**src/tx_hrdrst_pkg.sv**
```systemverilog
//**************************************************************************
// shared widths and codes for the tx hard-reset sequencer
// state codes are fixed and must stay inside seq_state_w bits
//**************************************************************************
`default_nettype none

package tx_hrdrst_pkg;

  // flop depth of every status and request synchronizer
  localparam int sync_stages = 2;

  // width of the sequencer state register
  localparam int seq_state_w = 3;

  // channel role as set by configuration
  typedef logic [1:0] master_sel_t;

  // role code of the channel that owns the bonded sequence
  localparam master_sel_t role_master = 2'b00;

  //************************************************************************
  // sequencer states in bring-up order
  //************************************************************************
  typedef enum logic [seq_state_w-1:0] {
    // idle until the lock request shows up
    wait_transfer_req        = 3'd0,
    send_dcd_cal_req         = 3'd1,
    // local dcd done and waiting on the fabric side
    wait_remote_dcd_cal_done = 3'd2,
    send_dll_lock_req        = 3'd3,
    wait_align_done          = 3'd4,
    // bring-up complete
    transfer_en              = 3'd5
  } seq_state_t;

endpackage

`default_nettype wire
```
**src/tx_hrdrst_top.sv**
```systemverilog
//**************************************************************************
// tx hard-reset sequencer top, single rx osc clock domain
// reset is synchronous to tx_clock_hrdrst_rx_osc_clk and active low
//**************************************************************************
`default_nettype none

module tx_hrdrst_top (
  input  logic                        tx_clock_hrdrst_rx_osc_clk,
  input  logic                        tx_reset_hrdrst_rx_osc_clk_rst_n,
  input  logic                        dcd_cal_done,
  input  logic                        dll_lock,
  input  logic                        bond_ds_dcd_cal_done,
  input  logic                        bond_us_dcd_cal_done,
  input  logic                        bond_ds_dll_lock,
  input  logic                        bond_us_dll_lock,
  input  logic                        ds_last_chnl,
  input  logic                        us_last_chnl,
  input  logic                        bonding_dft_in_en,
  input  logic                        bonding_dft_in_value,
  input  logic                        indv,
  input  tx_hrdrst_pkg::master_sel_t  master_sel,
  input  logic                        dll_lock_bypass,
  input  logic                        align_done,
  input  logic                        fifo_ready,
  input  logic                        pld_dll_lock_req,
  input  logic                        fabric_dcd_cal_done,
  input  logic                        dcd_cal_done_bypass,
  input  logic                        align_bypass,
  input  logic                        user_ctl_en,
  input  logic                        rst_sm_dis,
  input  logic                        osc_transfer_alive,
  input  logic                        sr_dcd_cal_req,
  input  logic                        sr_dll_lock_req,
  input  logic                        sr_fifo_srst,
  output logic                        aib_tx_dcd_cal_req,
  output logic                        aib_tx_dll_lock_req,
  output logic                        tx_fifo_srst,
  output logic                        hrdrst_tx_dcd_cal_done,
  output logic                        hrdrst_tx_dll_lock,
  output logic                        hrdrst_tx_transfer_en,
  output logic                        state_chg_toggle
);

  //************************************************************************
  // stage to stage nets
  //************************************************************************

  // synchronized status into the sequencer
  wire sync_dcd_cal_done;
  wire sync_dll_lock;
  wire dll_lock_ok;
  wire sync_align_done;
  wire sync_fifo_ready;
  // sequencer requests before the output sync
  wire seq_dcd_cal_req;
  wire seq_dll_lock_req;
  wire seq_fifo_srst;
  // idle force back from the override logic
  wire seq_hold;

  // port names match the nets one to one
  tx_hrdrst_status_sync u_status_sync (.*);

  tx_hrdrst_seq_fsm u_seq_fsm (.*);

  tx_hrdrst_out_ctl u_out_ctl (.*);

endmodule

`default_nettype wire

```
**src/tx_hrdrst_out_ctl.sv**
```systemverilog
//**************************************************************************
// user override, fifo soft reset select and request output synchronizers
// a non-individual slave keeps its fifo soft reset low
//**************************************************************************
`default_nettype none

module tx_hrdrst_out_ctl (
  input  logic                        tx_clock_hrdrst_rx_osc_clk,
  input  logic                        tx_reset_hrdrst_rx_osc_clk_rst_n,
  input  logic                        user_ctl_en,
  input  logic                        rst_sm_dis,
  input  logic                        osc_transfer_alive,
  input  logic                        sr_dcd_cal_req,
  input  logic                        sr_dll_lock_req,
  input  logic                        sr_fifo_srst,
  input  tx_hrdrst_pkg::master_sel_t  master_sel,
  input  logic                        indv,
  input  logic                        dll_lock_ok,
  input  logic                        seq_dcd_cal_req,
  input  logic                        seq_dll_lock_req,
  input  logic                        seq_fifo_srst,
  output logic                        seq_hold,
  output logic                        aib_tx_dcd_cal_req,
  output logic                        aib_tx_dll_lock_req,
  output logic                        tx_fifo_srst
);

  // bit 0 dcd request, bit 1 lock request
  logic [1:0] req_sel;
  logic [1:0] req_pipe [tx_hrdrst_pkg::sync_stages];

  // sequencer parked while the osc link is down or software owns the outputs
  assign seq_hold = ~osc_transfer_alive | rst_sm_dis | user_ctl_en;

  //************************************************************************
  // request source and output synchronizer
  //************************************************************************
  assign req_sel = user_ctl_en ? {sr_dll_lock_req, sr_dcd_cal_req}
                               : {seq_dll_lock_req, seq_dcd_cal_req};

  always_ff @(posedge tx_clock_hrdrst_rx_osc_clk)
  begin
    if (!tx_reset_hrdrst_rx_osc_clk_rst_n)
    begin
      for (int i = 0; i < tx_hrdrst_pkg::sync_stages; i++)
      begin
        req_pipe[i] <= '0;
      end
    end
    else
    begin
      req_pipe[0] <= req_sel;
      for (int i = 1; i < tx_hrdrst_pkg::sync_stages; i++)
      begin
        req_pipe[i] <= req_pipe[i-1];
      end
    end
  end

  assign aib_tx_dcd_cal_req  = req_pipe[tx_hrdrst_pkg::sync_stages-1][0];
  assign aib_tx_dll_lock_req = req_pipe[tx_hrdrst_pkg::sync_stages-1][1];

  //************************************************************************
  // fifo soft reset select
  //************************************************************************
  always_comb
  begin
    if (user_ctl_en)
    begin
      tx_fifo_srst = sr_fifo_srst;
    end
    else if ((master_sel != tx_hrdrst_pkg::role_master) && indv)
    begin
      // individual slave releases on its own lock
      tx_fifo_srst = ~dll_lock_ok;
    end
    else if (master_sel == tx_hrdrst_pkg::role_master)
    begin
      tx_fifo_srst = seq_fifo_srst;
    end
    else
    begin
      tx_fifo_srst = 1'b0;
    end
  end

  // sequencer order survives the sync, user values are exempt
  a_lock_after_dcd: assert property (
    @(posedge tx_clock_hrdrst_rx_osc_clk) disable iff (!tx_reset_hrdrst_rx_osc_clk_rst_n)
    $rose(aib_tx_dll_lock_req) |->
      aib_tx_dcd_cal_req || $past(user_ctl_en, tx_hrdrst_pkg::sync_stages))
    else $error("lock request rose without a dcd request");

endmodule

`default_nettype wire

```
**src/tx_hrdrst_seq_fsm.sv**
```systemverilog
//**************************************************************************
// tx reset sequencer with registered outputs one cycle behind the state
// seq_hold forces the idle state and must come from the same clock domain
//**************************************************************************
`default_nettype none

module tx_hrdrst_seq_fsm (
  input  logic tx_clock_hrdrst_rx_osc_clk,
  input  logic tx_reset_hrdrst_rx_osc_clk_rst_n,
  input  logic seq_hold,
  input  logic pld_dll_lock_req,
  input  logic fabric_dcd_cal_done,
  input  logic dcd_cal_done_bypass,
  input  logic align_bypass,
  input  logic sync_dcd_cal_done,
  input  logic sync_dll_lock,
  input  logic dll_lock_ok,
  input  logic sync_align_done,
  input  logic sync_fifo_ready,
  output logic seq_dcd_cal_req,
  output logic seq_dll_lock_req,
  output logic seq_fifo_srst,
  output logic hrdrst_tx_dcd_cal_done,
  output logic hrdrst_tx_dll_lock,
  output logic hrdrst_tx_transfer_en,
  output logic state_chg_toggle
);

  tx_hrdrst_pkg::seq_state_t state_q;
  tx_hrdrst_pkg::seq_state_t state_nxt;
  // state one cycle back, for change detection
  tx_hrdrst_pkg::seq_state_t state_prev;

  // output decode of the current state
  logic dcd_req_nxt;
  logic lock_req_nxt;
  logic dcd_done_nxt;
  logic lock_nxt;
  logic fifo_srst_nxt;
  logic xfer_en_nxt;

  //************************************************************************
  // state register and progress toggle
  //************************************************************************
  always_ff @(posedge tx_clock_hrdrst_rx_osc_clk)
  begin
    if (!tx_reset_hrdrst_rx_osc_clk_rst_n)
    begin
      state_q          <= tx_hrdrst_pkg::wait_transfer_req;
      state_prev       <= tx_hrdrst_pkg::wait_transfer_req;
      state_chg_toggle <= 1'b0;
    end
    else
    begin
      // hold restarts the sequence from idle
      if (seq_hold)
      begin
        state_q <= tx_hrdrst_pkg::wait_transfer_req;
      end
      else
      begin
        state_q <= state_nxt;
      end
      state_prev <= state_q;
      if (state_q != state_prev)
      begin
        state_chg_toggle <= ~state_chg_toggle;
      end
    end
  end

  //************************************************************************
  // next state and output decode
  //************************************************************************
  always_comb
  begin
    state_nxt     = state_q;
    dcd_req_nxt   = 1'b0;
    lock_req_nxt  = 1'b0;
    dcd_done_nxt  = 1'b0;
    lock_nxt      = 1'b0;
    fifo_srst_nxt = 1'b1;
    xfer_en_nxt   = 1'b0;
    case (state_q)
      tx_hrdrst_pkg::wait_transfer_req:
      begin
        // stale done or lock from a previous run blocks the start
        if (pld_dll_lock_req && !sync_dcd_cal_done && !sync_dll_lock)
        begin
          state_nxt = tx_hrdrst_pkg::send_dcd_cal_req;
        end
      end
      tx_hrdrst_pkg::send_dcd_cal_req:
      begin
        dcd_req_nxt = 1'b1;
        if (sync_dcd_cal_done || dcd_cal_done_bypass)
        begin
          state_nxt = tx_hrdrst_pkg::wait_remote_dcd_cal_done;
        end
      end
      tx_hrdrst_pkg::wait_remote_dcd_cal_done:
      begin
        dcd_req_nxt  = 1'b1;
        dcd_done_nxt = 1'b1;
        if (fabric_dcd_cal_done)
        begin
          state_nxt = tx_hrdrst_pkg::send_dll_lock_req;
        end
      end
      tx_hrdrst_pkg::send_dll_lock_req:
      begin
        dcd_req_nxt  = 1'b1;
        lock_req_nxt = 1'b1;
        if (dll_lock_ok)
        begin
          state_nxt = tx_hrdrst_pkg::wait_align_done;
        end
      end
      tx_hrdrst_pkg::wait_align_done:
      begin
        dcd_req_nxt   = 1'b1;
        lock_req_nxt  = 1'b1;
        lock_nxt      = 1'b1;
        fifo_srst_nxt = 1'b0;
        if ((sync_align_done || align_bypass) && sync_fifo_ready)
        begin
          state_nxt = tx_hrdrst_pkg::transfer_en;
        end
      end
      tx_hrdrst_pkg::transfer_en:
      begin
        dcd_req_nxt   = 1'b1;
        lock_req_nxt  = 1'b1;
        lock_nxt      = 1'b1;
        fifo_srst_nxt = 1'b0;
        xfer_en_nxt   = 1'b1;
        // request withdrawn so tear down
        if (!pld_dll_lock_req)
        begin
          state_nxt = tx_hrdrst_pkg::wait_transfer_req;
        end
      end
      default:
      begin
        state_nxt = tx_hrdrst_pkg::wait_transfer_req;
      end
    endcase
  end

  //************************************************************************
  // registered outputs
  //************************************************************************
  always_ff @(posedge tx_clock_hrdrst_rx_osc_clk)
  begin
    if (!tx_reset_hrdrst_rx_osc_clk_rst_n)
    begin
      seq_dcd_cal_req        <= 1'b0;
      seq_dll_lock_req       <= 1'b0;
      // fifo held in reset until lock
      seq_fifo_srst          <= 1'b1;
      hrdrst_tx_dcd_cal_done <= 1'b0;
      hrdrst_tx_dll_lock     <= 1'b0;
      hrdrst_tx_transfer_en  <= 1'b0;
    end
    else
    begin
      seq_dcd_cal_req        <= dcd_req_nxt;
      seq_dll_lock_req       <= lock_req_nxt;
      seq_fifo_srst          <= fifo_srst_nxt;
      hrdrst_tx_dcd_cal_done <= dcd_done_nxt;
      hrdrst_tx_dll_lock     <= lock_nxt;
      hrdrst_tx_transfer_en  <= xfer_en_nxt;
    end
  end

  // lock was already up the cycle before and stays up with transfer_en
  a_xfer_needs_lock: assert property (
    @(posedge tx_clock_hrdrst_rx_osc_clk) disable iff (!tx_reset_hrdrst_rx_osc_clk_rst_n)
    hrdrst_tx_transfer_en |-> hrdrst_tx_dll_lock && $past(hrdrst_tx_dll_lock))
    else $error("transfer_en without dll lock");

  a_state_legal: assert property (
    @(posedge tx_clock_hrdrst_rx_osc_clk) disable iff (!tx_reset_hrdrst_rx_osc_clk_rst_n)
    !$isunknown(state_q) && (state_q <= tx_hrdrst_pkg::transfer_en))
    else $error("sequencer state outside the defined set");

endmodule

`default_nettype wire

```
**src/tx_hrdrst_status_sync.sv**
```systemverilog
//**************************************************************************
// bonded status merge and two-flop sync into the rx osc clock domain
// status inputs are levels that are held for longer than sync_stages cycles
//**************************************************************************
`default_nettype none

module tx_hrdrst_status_sync (
  input  logic                        tx_clock_hrdrst_rx_osc_clk,
  input  logic                        tx_reset_hrdrst_rx_osc_clk_rst_n,
  input  logic                        dcd_cal_done,
  input  logic                        dll_lock,
  input  logic                        bond_ds_dcd_cal_done,
  input  logic                        bond_us_dcd_cal_done,
  input  logic                        bond_ds_dll_lock,
  input  logic                        bond_us_dll_lock,
  input  logic                        ds_last_chnl,
  input  logic                        us_last_chnl,
  input  logic                        bonding_dft_in_en,
  input  logic                        bonding_dft_in_value,
  input  logic                        indv,
  input  tx_hrdrst_pkg::master_sel_t  master_sel,
  input  logic                        dll_lock_bypass,
  input  logic                        align_done,
  input  logic                        fifo_ready,
  output logic                        sync_dcd_cal_done,
  output logic                        sync_dll_lock,
  output logic                        dll_lock_ok,
  output logic                        sync_align_done,
  output logic                        sync_fifo_ready
);

  // neighbor status after dft override and last-channel forcing
  logic ds_dcd_nbr;
  logic us_dcd_nbr;
  logic ds_lock_nbr;
  logic us_lock_nbr;
  // slave channel running its own fifo and lock
  logic indv_slave;
  logic dcd_merged;
  logic lock_merged;
  // bit 0 dcd done, bit 1 lock, bit 2 align, bit 3 fifo ready
  logic [3:0] sync_in;
  logic [3:0] sync_pipe [tx_hrdrst_pkg::sync_stages];

  //************************************************************************
  // bonded merge
  //************************************************************************

  // dft value replaces the neighbor, an edge channel has no neighbor to wait on
  assign ds_dcd_nbr  = ds_last_chnl |
                       (bonding_dft_in_en ? bonding_dft_in_value : bond_ds_dcd_cal_done);
  assign us_dcd_nbr  = us_last_chnl |
                       (bonding_dft_in_en ? bonding_dft_in_value : bond_us_dcd_cal_done);
  assign ds_lock_nbr = ds_last_chnl |
                       (bonding_dft_in_en ? bonding_dft_in_value : bond_ds_dll_lock);
  assign us_lock_nbr = us_last_chnl |
                       (bonding_dft_in_en ? bonding_dft_in_value : bond_us_dll_lock);

  assign indv_slave = (master_sel != tx_hrdrst_pkg::role_master) && indv;

  // dcd done always waits for the whole bonded group
  assign dcd_merged = dcd_cal_done & ds_dcd_nbr & us_dcd_nbr;

  // individual slave polls its own dll only
  assign lock_merged = indv_slave ? dll_lock : (dll_lock & ds_lock_nbr & us_lock_nbr);

  assign sync_in = {fifo_ready, align_done, lock_merged, dcd_merged};

  //************************************************************************
  // synchronizer flops
  //************************************************************************
  always_ff @(posedge tx_clock_hrdrst_rx_osc_clk)
  begin
    if (!tx_reset_hrdrst_rx_osc_clk_rst_n)
    begin
      for (int i = 0; i < tx_hrdrst_pkg::sync_stages; i++)
      begin
        sync_pipe[i] <= '0;
      end
    end
    else
    begin
      sync_pipe[0] <= sync_in;
      for (int i = 1; i < tx_hrdrst_pkg::sync_stages; i++)
      begin
        sync_pipe[i] <= sync_pipe[i-1];
      end
    end
  end

  assign sync_dcd_cal_done = sync_pipe[tx_hrdrst_pkg::sync_stages-1][0];
  assign sync_dll_lock     = sync_pipe[tx_hrdrst_pkg::sync_stages-1][1];
  assign sync_align_done   = sync_pipe[tx_hrdrst_pkg::sync_stages-1][2];
  assign sync_fifo_ready   = sync_pipe[tx_hrdrst_pkg::sync_stages-1][3];

  // bypass stands in for a lock that never comes
  assign dll_lock_ok = sync_dll_lock | dll_lock_bypass;

  // a known merged status comes out known after the crossing
  a_merge_known: assert property (
    @(posedge tx_clock_hrdrst_rx_osc_clk) disable iff (!tx_reset_hrdrst_rx_osc_clk_rst_n)
    !$isunknown({dcd_merged, lock_merged}) |-> ##(tx_hrdrst_pkg::sync_stages)
      !$isunknown({sync_dcd_cal_done, sync_dll_lock}))
    else $error("unknown dcd or lock status left the synchronizer");

  // same for the align and fifo ready path
  a_ready_known: assert property (
    @(posedge tx_clock_hrdrst_rx_osc_clk) disable iff (!tx_reset_hrdrst_rx_osc_clk_rst_n)
    !$isunknown({align_done, fifo_ready}) |-> ##(tx_hrdrst_pkg::sync_stages)
      !$isunknown({sync_align_done, sync_fifo_ready}))
    else $error("unknown align or fifo ready left the synchronizer");

endmodule

`default_nettype wire

```
**config.mk**
```make
export PLATFORM = sky130hd
export DESIGN_NAME = tx_hrdrst_top
export DESIGN_NICKNAME = d
export VERILOG_FILES = /design/src/tx_hrdrst_pkg.sv /design/src/tx_hrdrst_top.sv /design/src/tx_hrdrst_out_ctl.sv /design/src/tx_hrdrst_seq_fsm.sv /design/src/tx_hrdrst_status_sync.sv
export SDC_FILE = /design/constraint.sdc
export NUM_CORES = 1
export LEC_CHECK = 0
export ABC_AREA = 1
export BUFFER_PORTS_ARGS = -buffer_cell sky130_fd_sc_hd__clkbuf_2
export CORE_MARGIN = 1.5
export CORE_UTILIZATION = 45
export CTS_BUF_LIST = sky130_fd_sc_hd__clkbuf_4
export DETAILED_ROUTE_END_ITERATION = 10
export PLACE_DENSITY = 0.77
export RECOVER_POWER = 50
export SLEW_MARGIN = 20
export SYNTH_ARGS = -nofsm -noshare
export SYNTH_HDL_FRONTEND = slang
export SYNTH_SLANG_ARGS = --single-unit
```
**constraint.sdc**
```tcl
create_clock -name tx_clock_hrdrst_rx_osc_clk -period 1.07 [get_ports tx_clock_hrdrst_rx_osc_clk]
set_input_delay 0.1605 -clock tx_clock_hrdrst_rx_osc_clk [delete_from_list [all_inputs] [get_ports tx_clock_hrdrst_rx_osc_clk]]
set_output_delay 0.1605 -clock tx_clock_hrdrst_rx_osc_clk [all_outputs]
set_load 0.1 [all_outputs]
```
==> run metrics <==
met3 usage 0.0345; slowest CP cell dfxtp_2; Top Ports 35; routing usage on met2 0.428; failing checks setup timing; root buf cell clkbuf_4; cell area after synthesis 1080 um2; gp weighted congestion 0.782; Placed Area 1460 um2; die footprint 2710 um2; placed wire-length estimate 1920 um; HP Class input pin to flop; Syn Area/Cell 7.26 um2; Worst Slack Setup Final -0.289 ns; nets 225; synthesized flop and latch total 25; largest net degree at the start of global routing 14; clock sinks 25; FMAX 0.736 GHz; Unique masters post-synth 22; DR WL/cell 12.7 um; Hold Path Origin dll_lock; worst-case clock buffer depth 2; first-iteration detailed-routing DRC count 13; CP startpoint kind flop; DRC viols 0; Worst-path clk slew 0.14 ns; syn_nets 177; Leak 0.000835 uW; die width 52.0 um; most common cell after layout, fill and taps aside clkbuf_2; met1 GRT Util 0.211; Antenna Cells 0; Hold Buf Count CTS 0; CP Max Fanout 2; Primary FF master, synth dfxtp_1; share of cells above drive strength 1 0.464; status complete, but fails checks; Hold Fails Final Rpt 0; TritonCTS Buffers 3; Clock Latency Late Sink 0.33 ns; fin. max-slew vios 0; Worst Path Required 0.91 ns; port bufs 34; crit path cell chain inv_2, nand3_2, a21oi_4, buf_12; GRT Overall Usage 0.219; via count 1111; drt via density 4.96; Slowest Stage Delay on Critical Path 0.34 ns; CP Class flop to output pin; total of max-cap violations 0; crit path capture type output pin; WL final 2840 um; first-pass GRT wire length 4310 um; Final Instance Area 1630 um2; Fillers 189; CTS tree yes; PwrDens 1090 nW/um2; r2r setup slk -0.23 ns; ANT nets after route 0; post-synthesis sequential area ratio 0.462; Initial Utilization 0.485; FFs w/ async S/R, synth 0; crit path from u_status_sync.sync_pipe[0][5]; DRT Pass-1 Iters 4; Critical R2R Launch u_seq_fsm.state_q[0]; most frequent cells in the layout clkbuf_2, nand2_1, inv_1; RSZ-0062 raised after global routing true; final setup violation count 5; H-tree Lvls 1; core region area 2230 um2; peak supply drop 1030 uV; Arr. time, crit path 1.20 ns; number of synthesized flops with an enable pin 0; antenna violations before repair 0; Die H 52.0 um; Final period util 1.27; Least-Margin Pin Slew 0.487 ns; total grt overflow 0; YS warnings 0; Tot Pwr 1780 uW; Cells after Synth 149; Layout area overhead 50.8%; vias in the first global route 1142; Tmin final 1.36 ns; Final Skew 0.0136 ns; busiest grt layer met2; Max transition margin 0.675; FP Rows 17
registers in the layout, summed over array words and instances (netlist names):
signal and cells:
u_status_sync.sync_pipe 8, u_seq_fsm.seq_dcd_cal_req 1, u_seq_fsm.state_chg_toggle 1, u_seq_fsm.hrdrst_tx_dll_lock 1
u_seq_fsm.seq_dll_lock_req 1, u_seq_fsm.seq_fifo_srst 1, u_seq_fsm.hrdrst_tx_dcd_cal_done 1, u_seq_fsm.state_prev 3
u_seq_fsm.hrdrst_tx_transfer_en 1, u_out_ctl.req_pipe 4, u_seq_fsm.state_q 3
cells in the mapped netlist (2+ instances only):
master	n	area, um2
nand2_1	28	105
dfxtp_1	25	500
inv_1	24	90.1
nor2_1	16	60.1
nand3_1	10	50.1
o21ai_0	10	50.1
a21oi_1	7	35.0
nor2_2	6	37.5
nand2_2	4	25.0
nor3_1	3	15.0
xnor2_1	3	26.3
buf_4	2	15.0
inv_2	2	7.51
path summary, 6_finish.rpt:
check                                                      to  cells after the start
worst max-delay path                             tx_fifo_srst                      4
worst min-delay path            u_status_sync.sync_pipe[0][1]                      3
worst max register to register           u_seq_fsm.state_q[1]                      9
worst min register to register       u_out_ctl.req_pipe[0][3]                      2
layout make-up:
type	count	area (um2)	share of cell area
tap	28	35.0	0.0215
timing repair buffer	47	379	0.232
multi-input combinational	92	551	0.337
clock buffer	4	30.0	0.0184
sequential	25	519	0.318
inverter	28	118	0.0721
stage by stage:
| stage | instances | setup slack, ns | util | TNS [ns] | hold WS (ns) |
|---|---|---|---|---|---|
| 3_5_place_dp | 216 | -0.108 | 0.652 | -0.300 | 0.362 |
| 5_1_grt | 224 | -0.317 | 0.731 | -1.23 | 0.0166 |
| 6_report | 224 | -0.289 | 0.731 | -0.967 | 0.0193 |
| 3_3_place_gp | 216 | -0.0232 | 0.652 | -0.0627 | 0.349 |
| 4_1_cts | 223 | -0.275 | 0.691 | -0.446 | 0.0182 |
| 2_1_floorplan | 149 | -0.131 | - | -0.200 | 0.258 |
worst max-delay path: cells and delay by family, from the launching register on:
family	cells	cell delay, ns
flip-flops	1	0.34
buffers and inverters	2	0.25
AO/OA/AOI/OAI	1	0.17
AND/OR/NAND/NOR	1	0.10
metal layers:
| layer | up-vias | routed length, um |
|---|---|---|
| li1 | 546 | - |
| met1 | 520 | 1010 |
| met2 | 34 | 1610 |
| met3 | 11 | 115 |
| met4 | 0 | 92 |
| met5 | - | 0 |
what timing repair did:
action | CTS | global route
pin swaps | 5 | 11
setup endpoints to repair | 6 | 10
buffers inserted | 3 | 1
resized for setup | 14 | 23
report_power, final:
| group | switching [uW] | internal (uW) |
|---|---|---|
| clock network | 278 | 172 |
| registers | 18.2 | 956 |
| logic | 209 | 147 |
| total | 506 | 1280 |
logic make-up (layout without fill, tap and decap cells):
group,Yosys count,after routing,share of synthesized area
compound gates,17,17,0.0786
xor+xnor,3,3,0.0243
buf+inv,32,79,0.120
flops,25,25,0.462
simple gates,72,72,0.314
(Power assumes the default switching activity.)
